File: config.mk
export PLATFORM = sky130hd
export DESIGN_NAME = mac_top
export DESIGN_NICKNAME = d
export VERILOG_FILES = /design/src/source/lenet_pkg.sv /design/src/source/approx_mul.sv /design/src/source/mac_decode.sv /design/src/source/mac_execute.sv /design/src/source/mac_result.sv /design/src/source/mac_top.sv
export VERILOG_INCLUDE_DIRS = /design/src /design/src/source
export SDC_FILE = /design/constraint.sdc
export NUM_CORES = 1
export LEC_CHECK = 0
export ABC_AREA = 1
export ABC_CLOCK_PERIOD_IN_PS = 17210
export BUFFER_PORTS_ARGS = -buffer_cell sky130_fd_sc_hd__buf_2
export CELL_PAD_IN_SITES_DETAIL_PLACEMENT = 0
export CELL_PAD_IN_SITES_GLOBAL_PLACEMENT = 1
export CORE_MARGIN = 2
export CORE_UTILIZATION = 45
export DETAILED_ROUTE_END_ITERATION = 8
export GPL_ROUTABILITY_DRIVEN = 0
export PLACE_DENSITY = 0.85
export SYNTH_ARGS = -nofsm -noshare
export SYNTH_HDL_FRONTEND = slang
export SYNTH_SLANG_ARGS = --single-unit
File: constraint.sdc
create_clock -name clk -period 17.21 [get_ports clk]
set_input_delay 0 -clock clk [delete_from_list [all_inputs] [get_ports clk]]
set_output_delay 0 -clock clk [all_outputs]
set_load 0.05 [all_outputs]
File: src/source/lenet_defines.svh
`ifndef LENET_DEFINES_SVH
`define LENET_DEFINES_SVH

// ----------------------------------------
// Tap engine sizing
// ----------------------------------------

`define LENET_TAPS      8   // Tap weight registers.
`define LENET_DATA_W    8   // Pixel and weight width.

// Holds 16 full-scale 16-bit products.
`define LENET_ACC_W     20

// ----------------------------------------
// Requantize
// ----------------------------------------

`define LENET_OUT_W     8   // Result byte.
`define LENET_OUT_SHIFT 8   // Right shift before saturation.

`endif

File: src/source/lenet_pkg.sv
`include "lenet_defines.svh"

`default_nettype none

package lenet_pkg;

    // ----------------------------------------
    // Host command word
    // ----------------------------------------

    // Codes 2'b00 and 2'b11 are dropped by decode.
    typedef enum logic [1:0] {
        OP_LOAD_WEIGHT = 2'b01,
        OP_MAC         = 2'b10
    } mac_op_e;

    typedef struct packed {
        mac_op_e                        op;
        logic [$clog2(`LENET_TAPS)-1:0] tap;
        logic [2:0]                     unused;
        logic [`LENET_DATA_W-1:0]       weight;
    } cmd_load_t;

    typedef struct packed {
        mac_op_e                        op;
        logic [$clog2(`LENET_TAPS)-1:0] tap;
        logic                           last;    // Closes the window.
        logic [1:0]                     unused;
        logic [`LENET_DATA_W-1:0]       pixel;
    } cmd_mac_t;

    // Op sits in bits 15:14 of both views.
    typedef union packed {
        cmd_load_t as_load;
        cmd_mac_t  as_mac;
    } mac_cmd_u;

    // ----------------------------------------
    // Stage to stage
    // ----------------------------------------

    typedef struct packed {
        logic                           is_load;
        logic                           is_mac;
        logic [$clog2(`LENET_TAPS)-1:0] tap;
        logic                           last;
        logic [`LENET_DATA_W-1:0]       data;    // Weight or pixel.
    } exec_op_t;

    typedef struct packed {
        logic [`LENET_ACC_W-1:0] value;
    } window_sum_t;

endpackage

`default_nettype wire

File: src/source/approx_mul.sv
`default_nettype none

module approx_mul (
    input  wire logic [7:0]  x,
    input  wire logic [7:0]  y,
    output logic      [15:0] z
);

    logic [7:0]  pp [1:8];   // Row i is gated by x[i-1].
    logic [12:0] w  [1:6];   // Compressed rows 1 to 6.

    for (genvar i = 1; i <= 8; i++) begin : g_row
        assign pp[i] = y & {8{x[i-1]}};
    end

    // ----------------------------------------
    // Sparse compression of the low rows
    // ----------------------------------------

    always_comb begin
        w = '{default: '0};

        w[1][3]  = pp[1][3] & pp[2][2];
        w[1][5]  = pp[1][5] & pp[2][4];
        w[1][6]  = pp[1][5] ^ pp[2][4];
        w[1][8]  = pp[3][5] & pp[4][4];
        w[1][9]  = pp[3][7] | pp[4][6];
        w[1][10] = pp[3][7] & pp[4][6];
        w[1][11] = pp[5][6] & pp[6][5];
        w[1][12] = pp[6][7];

        w[2][3]  = pp[1][3] | pp[2][2];
        w[2][5]  = pp[1][5] | pp[2][4];
        w[2][6]  = pp[3][3] & pp[4][2];
        w[2][8]  = pp[3][5] ^ pp[4][4];
        w[2][9]  = pp[5][4] & pp[6][3];
        w[2][10] = pp[4][7];
        w[2][11] = pp[5][7] & pp[6][6];

        w[3][3]  = pp[3][1] ^ pp[4][0];
        w[3][6]  = pp[5][1] ^ pp[6][0];
        w[3][8]  = pp[3][6] | pp[4][5];
        w[3][9]  = pp[5][5] & pp[6][4];
        w[3][10] = pp[5][6] ^ pp[6][5];
        w[3][11] = pp[5][7] | pp[6][6];

        // Last three words carry one or two bits each.
        w[4][8]  = pp[5][3] & pp[6][2];
        w[4][9]  = pp[5][5] | pp[6][4];
        w[5][8]  = pp[5][3] | pp[6][2];
        w[6][8]  = pp[5][4] ^ pp[6][3];
    end

    // ----------------------------------------
    // Final sum
    // ----------------------------------------

    // Rows 7 and 8 go in exact.
    assign z = {pp[7], 6'b0} + {pp[8], 7'b0}
             + w[1] + w[2] + w[3]
             + w[4] + w[5] + w[6];

endmodule

`default_nettype wire

File: src/source/mac_decode.sv
`default_nettype none

module mac_decode (
    input  wire logic               clk,
    input  wire logic               reset,
    input  wire lenet_pkg::mac_cmd_u cmd,
    input  wire logic               cmd_req,
    output logic                    cmd_ack,
    output lenet_pkg::exec_op_t     op,
    output logic                    op_valid,
    input  wire logic               op_ready
);

    lenet_pkg::exec_op_t dec;
    logic                take;
    logic                known;

    // New request, and the holding register is empty or draining.
    assign take  = cmd_req && !cmd_ack && (!op_valid || op_ready);
    assign known = dec.is_load || dec.is_mac;

    always_comb begin
        dec.is_load = (cmd.as_load.op == lenet_pkg::OP_LOAD_WEIGHT);
        dec.is_mac  = (cmd.as_mac.op == lenet_pkg::OP_MAC);
        dec.tap     = cmd.as_load.tap;      // Same bits in the mac view.
        dec.last    = cmd.as_mac.last;
        dec.data    = cmd.as_load.weight;   // Pixel shares the low byte.
    end

    always_ff @(posedge clk) begin
        if (reset) begin
            cmd_ack  <= 1'b0;
            op_valid <= 1'b0;
        end else begin
            if (take) begin
                cmd_ack <= 1'b1;
            end else if (!cmd_req) begin
                cmd_ack <= 1'b0;   // Req seen low.
            end

            if (take) begin
                op_valid <= known;   // Unknown codes are acked only.
            end else if (op_ready) begin
                op_valid <= 1'b0;
            end
        end
    end

    always_ff @(posedge clk) begin
        if (take && known) begin
            op <= dec;
        end
    end

endmodule

`default_nettype wire

File: src/source/mac_execute.sv
`include "lenet_defines.svh"

`default_nettype none

module mac_execute (
    input  wire logic                 clk,
    input  wire logic                 reset,
    input  wire lenet_pkg::exec_op_t  op,
    input  wire logic                 op_valid,
    output logic                      op_ready,
    output lenet_pkg::window_sum_t    sum,
    output logic                      sum_valid,
    input  wire logic                 sum_ready
);

    logic [`LENET_DATA_W-1:0]   weight [`LENET_TAPS];
    logic [`LENET_ACC_W-1:0]    acc;
    logic [`LENET_ACC_W-1:0]    acc_next;
    logic [2*`LENET_DATA_W-1:0] prod;
    logic                       accept;

    // Stall while a closed window is unread.
    assign op_ready = !sum_valid;
    assign accept   = op_valid && op_ready;

    // ----------------------------------------
    // Multiply and accumulate
    // ----------------------------------------

    approx_mul u_mul (
        .x (weight[op.tap]),
        .y (op.data),
        .z (prod)
    );

    assign acc_next = acc + {{(`LENET_ACC_W - 2*`LENET_DATA_W){1'b0}}, prod};

    always_ff @(posedge clk) begin
        if (reset) begin
            weight    <= '{default: '0};
            acc       <= '0;
            sum_valid <= 1'b0;
        end else begin
            if (sum_valid && sum_ready) begin
                sum_valid <= 1'b0;
            end

            if (accept && op.is_load) begin
                weight[op.tap] <= op.data;
            end

            if (accept && op.is_mac) begin
                if (op.last) begin
                    acc       <= '0;   // Next window starts clean.
                    sum_valid <= 1'b1;
                end else begin
                    acc <= acc_next;
                end
            end
        end
    end

    always_ff @(posedge clk) begin
        if (accept && op.is_mac && op.last) begin
            sum.value <= acc_next;
        end
    end

endmodule

`default_nettype wire

File: src/source/mac_result.sv
`include "lenet_defines.svh"

`default_nettype none

module mac_result (
    input  wire logic                    clk,
    input  wire logic                    reset,
    input  wire lenet_pkg::window_sum_t  sum,
    input  wire logic                    sum_valid,
    output logic                         sum_ready,
    output logic [`LENET_OUT_W-1:0]      result,
    output logic                         res_req,
    input  wire logic                    res_ack
);

    typedef enum logic [1:0] {
        ST_IDLE,
        ST_REQ,
        ST_ACK_LOW
    } res_state_e;

    res_state_e              state;
    logic [`LENET_ACC_W-1:0] shifted;
    logic [`LENET_OUT_W-1:0] quant;

    // ----------------------------------------
    // Requantize
    // ----------------------------------------

    assign shifted = sum.value >> `LENET_OUT_SHIFT;
    assign quant   = (|shifted[`LENET_ACC_W-1:`LENET_OUT_W]) ? '1
                                                             : shifted[`LENET_OUT_W-1:0];

    // ----------------------------------------
    // Output handshake
    // ----------------------------------------

    assign sum_ready = (state == ST_IDLE);
    assign res_req   = (state == ST_REQ);

    always_ff @(posedge clk) begin
        if (reset) begin
            state <= ST_IDLE;
        end else begin
            case (state)
                ST_IDLE: begin
                    if (sum_valid) begin
                        state <= ST_REQ;
                    end
                end
                ST_REQ: begin
                    if (res_ack) begin
                        state <= ST_ACK_LOW;   // Drop req.
                    end
                end
                ST_ACK_LOW: begin
                    if (!res_ack) begin
                        state <= ST_IDLE;
                    end
                end
                default: state <= ST_IDLE;
            endcase
        end
    end

    // Held for the whole request phase.
    always_ff @(posedge clk) begin
        if (sum_valid && sum_ready) begin
            result <= quant;
        end
    end

endmodule

`default_nettype wire

File: src/source/mac_top.sv
`include "lenet_defines.svh"

`default_nettype none

module mac_top (
    input  wire logic                 clk,
    input  wire logic                 reset,
    input  wire lenet_pkg::mac_cmd_u  cmd,
    input  wire logic                 cmd_req,
    output logic                      cmd_ack,
    output logic [`LENET_OUT_W-1:0]   result,
    output logic                      res_req,
    input  wire logic                 res_ack
);

    lenet_pkg::exec_op_t    op;
    logic                   op_valid;
    logic                   op_ready;
    lenet_pkg::window_sum_t sum;
    logic                   sum_valid;
    logic                   sum_ready;

    mac_decode u_decode (
        .clk      (clk),
        .reset    (reset),
        .cmd      (cmd),
        .cmd_req  (cmd_req),
        .cmd_ack  (cmd_ack),
        .op       (op),
        .op_valid (op_valid),
        .op_ready (op_ready)
    );

    mac_execute u_execute (
        .clk       (clk),
        .reset     (reset),
        .op        (op),
        .op_valid  (op_valid),
        .op_ready  (op_ready),
        .sum       (sum),
        .sum_valid (sum_valid),
        .sum_ready (sum_ready)
    );

    mac_result u_result (
        .clk       (clk),
        .reset     (reset),
        .sum       (sum),
        .sum_valid (sum_valid),
        .sum_ready (sum_ready),
        .result    (result),
        .res_req   (res_req),
        .res_ack   (res_ack)
    );

endmodule

`default_nettype wire

Word-level counts from Yosys, hierarchy flattened
Index checks and enable logic that the tools add are counted.
{"block": "op_classes", "n_eq_ne": 9, "n_addsub": 8, "bitwise": 32, "order_cmp": 2, "mux": 18, "n_reduce_logical": 17}
{"operator": "$bwmux W64", "n": 1}
{"operator": "$and A8 B8 Y8", "n": 6}
{"operator": "$add A16 B12 Y16", "n": 2}
{"operator": "$add A16 B9 Y16", "n": 2}
{"operator": "$bmux W8 S3", "n": 1}
{"operator": "$demux W8 S3", "n": 1}
{"operator": "$mux W8", "n": 3}
{"operator": "$add A20 B16 Y20", "n": 1}
{"operator": "$mux W20", "n": 1}
{"operator": "$add A14 B15 Y16", "n": 1}
{"operator": "$add A16 B10 Y16", "n": 1}
{"operator": "$add A16 B13 Y16", "n": 1}
{"operator": "$and A1 B1 Y1", "n": 10}
{"operator": "$logic_and A1 B1 Y1", "n": 9}
{"operator": "$mux W1", "n": 7}
{"operator": "$or A1 B1 Y1", "n": 7}
{"operator": "$and A6 B6 Y6", "n": 1}
{"operator": "$mux W2", "n": 3}
{"operator": "$ne A2 B2 Y1 const B", "n": 3}
{"operator": "$pmux W2 S3", "n": 1}
{"operator": "$xor A1 B1 Y1", "n": 6}
{"operator": "$and A5 B5 Y5", "n": 1}
{"operator": "$eq A2 B1 Y1 const B", "n": 2}
{"operator": "$eq A2 B2 Y1 const B", "n": 2}
{"operator": "9 further kinds", "n": 13}
{"block": "word_totals", "output_inout_bits": 10, "reg_bits": 131, "in_bits": 20, "wordCells": 106}

Longest topological paths before layout
Gate-level depths: netlist of the first run.
{"block": "depth", "depth_word": 14, "ltp_mapped": 36, "ltp_nobuf": 35}

Modules after synthesis
A second synthesis of the first run with hierarchy kept.
{"block": "unflattened", "cells_unflattened": 980, "area_unflattened_um2": 7676.1}
{"module": "mac_execute", "cells_each": 700, "seq_area_each_um2": 2302.2, "n_inst": 1, "area_per_inst_um2": 5243.8}
{"module": "approx_mul", "cells_each": 208, "seq_area_each_um2": 0.0, "n_inst": 1, "area_per_inst_um2": 1441.4}
{"module": "mac_decode", "cells_each": 31, "seq_area_each_um2": 460.4, "n_inst": 1, "area_per_inst_um2": 544.3}
{"module": "mac_result", "cells_each": 41, "seq_area_each_um2": 280.3, "n_inst": 1, "area_per_inst_um2": 446.7}

Least setup slack after synthesis of the first run
Ideal clock, no wire load.
{"block": "synth_path", "path_kind": "register to register", "startpoint": "register, netlist name u_decode.op[9]", "endpoint": "register, netlist name u_execute.sum[17]", "path_buffers": 2, "setup_slack_ns": 11.290, "stages_incl_launch_ff": 35, "t_arrival_ns": 5.666, "setup_time_ns": 0.255, "synth_period_minus_slack_ns": 5.920, "t_required_ns": 16.955, "path_cell_list": "edfxtp_1 buf_4 inv_4 buf_6 nand2_1 a21oi_1 o21ai_0 nand2_1 inv_1 nor2_1 ha_1 inv_1 fa_1 inv_1 fa_1 fa_1 inv_1 fa_1 inv_1 ha_1 inv_1 fa_1 o21ai_0 nand2_1 nand2_1 a21oi_1 xor2_1 ha_1 nand2_1 inv_1 nand2_1 nand2_1 a21oi_1 nand3_1 and2_1"}
{"block": "synth_between", "elab_chain_cells": 13, "elab_cells_between_ends": 43, "classes_between": "8 x add/sub; 3 x mux; 32 x bitwise"}
{"element": "$not A3 Y4 (not written as such) *", "line_no": "mac_execute.sv:31", "text": ".x (weight[op.tap]),"}
{"element": "$bmux W8 S3 *", "line_no": "mac_execute.sv:31"}
{"element": "$mux W8 (not written as such) * (2 in a row)", "line_no": "mac_execute.sv:31"}
{"element": "$and A8 B8 Y8, or another cell as far along", "line_no": "approx_mul.sv:13", "text": "assign pp[i] = y & {8{x[i-1]}};"}
{"element": "$add A14 B15 Y16, or another cell as far along", "line_no": "approx_mul.sv:59", "text": "assign z = {pp[7], 6'b0} + {pp[8], 7'b0}"}
{"element": "$add A16 B13 Y16", "line_no": "approx_mul.sv:60", "text": "+ w[1] + w[2] + w[3]"}
{"element": "$add A16 B12 Y16 (2 in a row)", "line_no": "approx_mul.sv:60"}
{"element": "$add A16 B10 Y16", "line_no": "approx_mul.sv:61", "text": "+ w[4] + w[5] + w[6];"}
{"element": "$add A16 B9 Y16", "line_no": "approx_mul.sv:61"}
{"element": "$add A16 B9 Y16 *", "line_no": "approx_mul.sv:61"}
{"element": "$add A20 B16 Y20 *", "line_no": "mac_execute.sv:36", "text": "assign acc_next = acc + {{(`LENET_ACC_W - 2*`LENET_DATA_W){1'b0}}, prod};"}
{"element": "named net u_execute.acc_next[17]", "line_no": "mac_execute.sv:18", "text": "logic [`LENET_ACC_W-1:0] acc_next;"}
The timed path passes the listed nets; every way through them passes the cells marked *. The select of a mux whose other input is x is not followed.
A chain may end at the register's enable or synchronous reset.

Worst setup path in the final report of the first run
{"block": "layout_path", "startpoint": "register, netlist name u_decode.op[10]", "endpoint": "register, netlist name u_execute.sum[17]"}
{"block": "layout_between", "elab_chain_cells": 13, "elab_cells_between_ends": 43, "classes_between": "8 x add/sub; 3 x mux; 32 x bitwise"}
{"element": "$not A3 Y4 (not written as such) *", "line_no": "mac_execute.sv:31"}
{"element": "$bmux W8 S3 *", "line_no": "mac_execute.sv:31"}
{"element": "$mux W8 (not written as such) * (2 in a row)", "line_no": "mac_execute.sv:31"}
{"element": "$and A8 B8 Y8, or another cell as far along", "line_no": "approx_mul.sv:13"}
{"element": "$add A14 B15 Y16, or another cell as far along", "line_no": "approx_mul.sv:59"}
{"element": "$add A16 B13 Y16", "line_no": "approx_mul.sv:60"}
{"element": "$add A16 B12 Y16 (2 in a row)", "line_no": "approx_mul.sv:60"}
{"element": "$add A16 B10 Y16", "line_no": "approx_mul.sv:61"}
{"element": "$add A16 B9 Y16", "line_no": "approx_mul.sv:61"}
{"element": "$add A16 B9 Y16 *", "line_no": "approx_mul.sv:61"}
{"element": "$add A20 B16 Y20 *", "line_no": "mac_execute.sv:36"}
{"element": "named net u_execute.acc_next[17]", "line_no": "mac_execute.sv:18"}
Marks and branches as above.

==> run metrics, run 1 <==
post-CTS setup repair buffer count 0; chip width 130 um; Nets 1010; layout cells sized above 1 0.100; HP Class input port to flop; Yosys warning total 0; GRT Overall Usage 0.200; cell repeated most along the worst path inv_1; CTS Root Cell clkbuf_16; Synth top area share 0.241; Synth async-reset ratio 0; CP Capture Type flop; Final Max Tran Viols 0; Rows 46; Detail Placement HPWL 10800 um; CP max-delay cell edfxtp_1; Num CTS Buffers 17; outcome finished, final reports clean; die height 130 um; DR vias 5627; most common library cells after synthesis nand2_1, inv_1, nor2_1; crit path max fanout 16; starting density of the core 0.455; RSZ-0062 raised after global routing false; setup TNS 0 ns; distinct cell type count after synthesis 34; worst path required time 17.39 ns; Synth Cell Area 0.00715 sq mm; Die Area 0.0169 sq mm; Antenna diodes 0; Largest delay share family, worst path adder cells; fmax 0.140 GHz; drt first-iter violations 347; Pre-antenna DRT Iters 5; synthesized-area fraction occupied by adder cells 0.136; Hold Slack 0.290 ns; Mapped Nets 978; global-route wire length before repair 26200 um; main combinational cell family by area after synthesis simple AND/OR/NAND/NOR gates; vias in the first global route 5361; Mapped Cells 894; clock sink count 120; Longest Clk Path Bufs 2; Core Footprint 0.0157 sq mm; P&R area growth vs syn 13.8%; endpoints failing setup 0; gr ovfl total 0; Final Cycle Share 0.416; Largest stage delay, worst path 0.81 ns; Worst R2R Setup Slack 10.06 ns; Synth Register Bits 120; CTS tree done; Leakage 3.59 nW; Worst slew margin 0.255; Worst Path Arrival 7.33 ns; drt wl/cell 13.5 um; DRC 0; Worst-Margin Slew 1.12 ns; peak supply drop 0.0660 mV; Setup crit start kind flop; mux cell area share after synthesis 0; initial antenna violation count 0; vias per std cell 4.88; Final Hold Viols 0; Pwr Density 84.8 mW/mm^2; IO Port Bufs 27; sequential area share after synthesis 0.384; Synth Area in XOR/XNOR 0.0135; post-synthesis simple-gate area fraction 0.232; Clock Skew 0.00537 ns; Setup CP Type flop to flop; fin crit period 7.15 ns; post-synth top area cell dfxtp_1; EDFF count, synth 34; top_reg_cell synth dfxtp_1; syn_area_per_cell 8.00 sq um; count leader, synth nand2_1; H-tree levels 4; Synth Area in Compound Gates 0.132; Buf+Inv Stages, Crit Path 8; Top Ports 30; max-capacitance violation count 0; top area cells in the synthesized netlist dfxtp_1, edfxtp_1, nand2_1; Clk pin slew, worst setup/hold paths 0.06 ns; antenna-violating nets left 0; Fill cells 1494; worst skew pair latency 0.42 ns; largest net degree at the start of global routing 87; final wirelength 15600 um
## stage by stage
| step | cells | setup slack (ns) | total power, mW | utilization | instance area, sq um |
|---|---|---|---|---|---|
| 2_1_floorplan | 894 | 11.29 | 0.320 | - | 7150 |
| 3_3_place_gp | 1106 | 10.10 | 0.328 | 0.468 | 7360 |
| 3_5_place_dp | 1106 | 10.11 | 0.328 | 0.468 | 7360 |
| 4_1_cts | 1153 | 10.05 | 0.696 | 0.518 | 8140 |
| 5_1_grt | 1153 | 9.52 | 0.711 | 0.518 | 8140 |
| 6_report | 1153 | 10.06 | 0.690 | 0.518 | 8140 |
## worst reg2reg max path, delay by kind of cell (launching register included)
kind,cells,cell delay (ns)
compound gates,5,0.91
flops,1,0.81
xor+xnor,1,0.26
fa+ha+maj,8,3.09
buf+inv,8,0.77
simple gates,9,1.08
## layout by cell type, fill, tap and decap left out, types with 2 or more instances in the layout
master	instances
a211oi_1	54
clkbuf_16	20
edfxtp_1	34
nor2_8	2
o21ai_0	15
ha_1	41
nand3_1	30
o22ai_1	2
dfxtp_1	86
buf_2	27
inv_1	129
nor2_1	103
clkbuf_8	2
clkinv_4	3
fa_1	23
and2_1	9
nand3_2	3
buf_4	2
nand4_1	5
a21oi_1	58
inv_2	4
xor2_1	8
nor2_4	7
dlygate4sd3_1	17
nor3_1	4
a211oi_2	12
inv_4	3
clkinv_1	4
or2_2	4
nand2_1	215
xnor2_1	3
## routing by layer
layer | vias to the layer above | routed length (um) | part of all wire | global-route usage
li1 | 2958 | - | - | -
met1 | 2565 | 7740 | 0.50 | 0.270
met2 | 89 | 7080 | 0.45 | 0.319
met3 | 15 | 519 | 0.033 | 0.0447
met4 | 0 | 225 | 0.014 | 0.0658
met5 | - | 0 | 0 | 0
## power by group
group	internal, mW	switching, mW
Sequential	0.294	0.00348
Combinational	0.00822	0.0199
Clock	0.232	0.133
Total	0.534	0.156
## timing repair
action | 4_1_cts | 5_1_grt
endpoints found under the hold margin | 18 | 0
hold buffers | 17 | 0
gates resized for setup | 0 | 0
## state kept, by name, indices dropped and copies added, names as in the netlist
register / flops
u_decode.cmd_ack: 1
u_decode.op: 14
u_decode.op_valid: 1
u_execute.acc: 17
u_execute.sum: 12
u_execute.sum_valid: 1
u_execute.weight: 64
u_result.result: 8
u_result.state: 2
## worst paths after layout
kind                           from           endpoint  cells after the start
setup / recovery    u_decode.op[10]  u_execute.sum[17]                     31
hold / removal               cmd[7]     u_decode.op[7]                      2
setup reg to reg    u_decode.op[10]  u_execute.sum[17]                     31
hold reg to reg   u_result.state[1]  u_result.state[1]                      1
## kinds of logic after synthesis
kind of cell / after synthesis
AO/OA/AOI/OAI: 143
flip-flops: 120
adder cells (fa/ha/maj): 64
XOR/XNOR: 11
AND/OR/NAND/NOR: 385
buffers and inverters: 171
## layout make-up
| type | count | area [sq um] | area share |
|---|---|---|---|
| flip-flops and latches | 120 | 2740 | 0.337 |
| clock buffers | 23 | 532 | 0.0653 |
| repair buffers | 46 | 320 | 0.0393 |
| inverters | 138 | 520 | 0.0639 |
| multi-input cells | 603 | 3680 | 0.452 |
| well taps | 216 | 270 | 0.0332 |
| clock inverters | 7 | 77.6 | 0.00953 |
Power figures use the tool's default switching activity.
==> run 2: changes to the inputs <==
Settings changed: ABC_CLOCK_PERIOD_IN_PS 17210 to 6500, CORE_UTILIZATION 45 to 42, PLACE_DENSITY 0.85 to 0.84.
Clock period 17.21 ns to 6.5 ns, I/O delays scaled along.
==> run 2 against run 1 <==
Effect of this change:
- register-to-register slack worse by 9.7 ns
- die area rose by 6.9%
- sequential power grew to 2.6 times the previous value
- critical path depth rose by 3
- non-clock buffer count increased by 35
- final cell count increased by 3.6%
- power rose to 2.6 times the previous value
- setup slack got worse by 9.7 ns
- fmax rose by 16%
- clock skew is 0.0052 ns higher
- clock power rose to 2.6 times the previous value
- largest cell class unchanged
==> run metrics, run 2 (synthesis results as in run 1) <==
outcome finished, final reports clean (unchanged); Largest stage delay, worst path 0.55 ns (was 0.81 ns); Setup CP Type flop to flop (unchanged); drt wl/cell 13.3 um (was 13.5 um); Top reg by flops u_execute.weight (unchanged); Leakage 3.78 nW (was 3.59 nW); Finished Cell Area 0.00849 sq mm (was 0.00814 sq mm); Worst slew margin 0.286 (was 0.255); max-capacitance violation count 0 (unchanged); vias in the first global route 5385 (was 5361); global-route wire length before repair 26500 um (was 26200 um); Nets 1046 (was 1010); Num CTS Buffers 17 (unchanged); layout cells sized above 1 0.150 (was 0.100); Rows 47 (was 46); DRC 0 (unchanged); Pre-antenna DRT Iters 4 (was 5); GRT Overall Usage 0.187 (was 0.200); drt first-iter violations 332 (was 347); CTS tree done (unchanged); fmax 0.162 GHz (was 0.140 GHz); worst path required time 6.68 ns (was 17.39 ns); Hold Slack 0.283 ns (was 0.290 ns); H-tree levels 4 (unchanged); Worst-Margin Slew 1.06 ns (was 1.12 ns); die height 134 um (was 130 um); largest net degree at the start of global routing 87 (unchanged); Longest Clk Path Bufs 2 (unchanged); max reg flops 64 (unchanged); CP max-delay cell fa_1 (was edfxtp_1); Final Hold Viols 0 (unchanged); clock sink count 120 (unchanged); chip width 134 um (was 130 um); final wirelength 15900 um (was 15600 um); largest registers u_execute.weight (64), u_execute.acc (17), u_decode.op (14) (unchanged); Die Area 0.0181 sq mm (was 0.0169 sq mm); starting density of the core 0.430 (was 0.455); most frequent cells in the layout nand2_1, inv_1, nor2_1 (unchanged); Clk pin slew, worst setup/hold paths 0.06 ns (about the same); cell repeated most along the worst path nand2_1 (was inv_1); P&R area growth vs syn 18.8% (was 13.8%); CTS Root Cell clkbuf_16 (unchanged); crit path max fanout 8 (was 16); Post-Place Cell Area 0.00758 sq mm (was 0.00736 sq mm); Clock Skew 0.0105 ns (was 0.00537 ns); endpoints failing setup 0 (unchanged); Final Cycle Share 0.950 (was 0.416); CP Capture Type flop (unchanged); peak supply drop 0.175 mV (was 0.0660 mV); most common cell after layout, fill and taps aside nand2_1 (unchanged); IO Port Bufs 27 (unchanged); Setup crit start kind flop (unchanged); Pwr Density 215 mW/mm^2 (was 84.8 mW/mm^2); antenna-violating nets left 0 (unchanged); fin crit period 6.17 ns (was 7.15 ns); Antenna diodes 0 (unchanged); Detail Placement HPWL 11300 um (was 10800 um); initial antenna violation count 0 (unchanged); Final Max Tran Viols 0 (unchanged); HP Class input port to flop (unchanged); gr ovfl total 0 (unchanged); DR vias 5645 (was 5627); Worst Path Arrival 6.35 ns (was 7.33 ns); vias per std cell 4.72 (was 4.88); Top Ports 30 (unchanged); worst skew pair latency 0.42 ns (about the same); Core Footprint 0.0166 sq mm (was 0.0157 sq mm)
run 2: changes by cell type in the layout (fill, tap and decap cells not counted), sizes merged:
cell,change
buf,+33
clkbuf,-2
clkinvlp,+2
inv,+5
run 2: layer usage:
metal | track usage | part of all wire
met5 | 0 | 0
met4 | 0.0608 | 0.015
met3 | 0.0353 | 0.032
met2 | 0.308 | 0.47
met1 | 0.250 | 0.48
run 2: what timing repair did:
item,CTS,global route
setup buffers,0,9
hold endpoints to repair,17,0
hold buffers,17,0
endpoints found under the setup margin,0,12
gates resized for setup,0,22
run 2: area by class of cell:
class                   count  area (sq um)
fillers                  1596          8150
multi-input cells         603          3720
repair buffers             81           626
well taps                 220           275
flip-flops and latches    120          2740
clock inverters            13           126
inverters                 138           523
clock buffers              19           475
repair inverters            1          6.26
run 2: critical path, delay by kind of cell, from the launching register on:
kind                     cells  cell delay [ns]
AND/OR/NAND/NOR             11             1.05
flip-flops                   1             0.43
buffers and inverters       10             0.85
XOR/XNOR                     1             0.22
adder cells (fa/ha/maj)      7             2.82
AO/OA/AOI/OAI                5             0.55
run 2: power breakdown:
part	switching [mW]	leakage (nW)	total, mW	internal, mW
Clock	0.372	0.293	0.952	0.579
Sequential	0.00720	1.00	0.784	0.777
Combinational	0.0584	2.48	0.0919	0.0334
run 2: through the flow:
stage / cells / TNS (ns) / setup WS [ns] / power [mW] / utilization
after floorplan: 894 / 0 / 0.580 / 0.847 / -
after global placement: 1135 / 0 / 0.188 / 0.877 / 0.455
after detailed placement: 1135 / 0 / 0.0893 / 0.878 / 0.455
after CTS: 1184 / 0 / 0.0532 / 1.84 / 0.502
after global routing: 1195 / -0.0133 / -0.0133 / 1.89 / 0.510
final: 1195 / 0 / 0.327 / 1.83 / 0.510
run 2: path summary, 6_finish.rpt:
check	from	end	slack, ns	cells past startpoint
max reg2reg	u_decode.op[9]	u_execute.sum[17]	0.33	34
min	cmd[2]	u_decode.op[2]	0.28	2
min reg2reg	u_result.state[1]	u_result.state[1]	0.45	1
max	u_decode.op[9]	u_execute.sum[17]	0.33	34
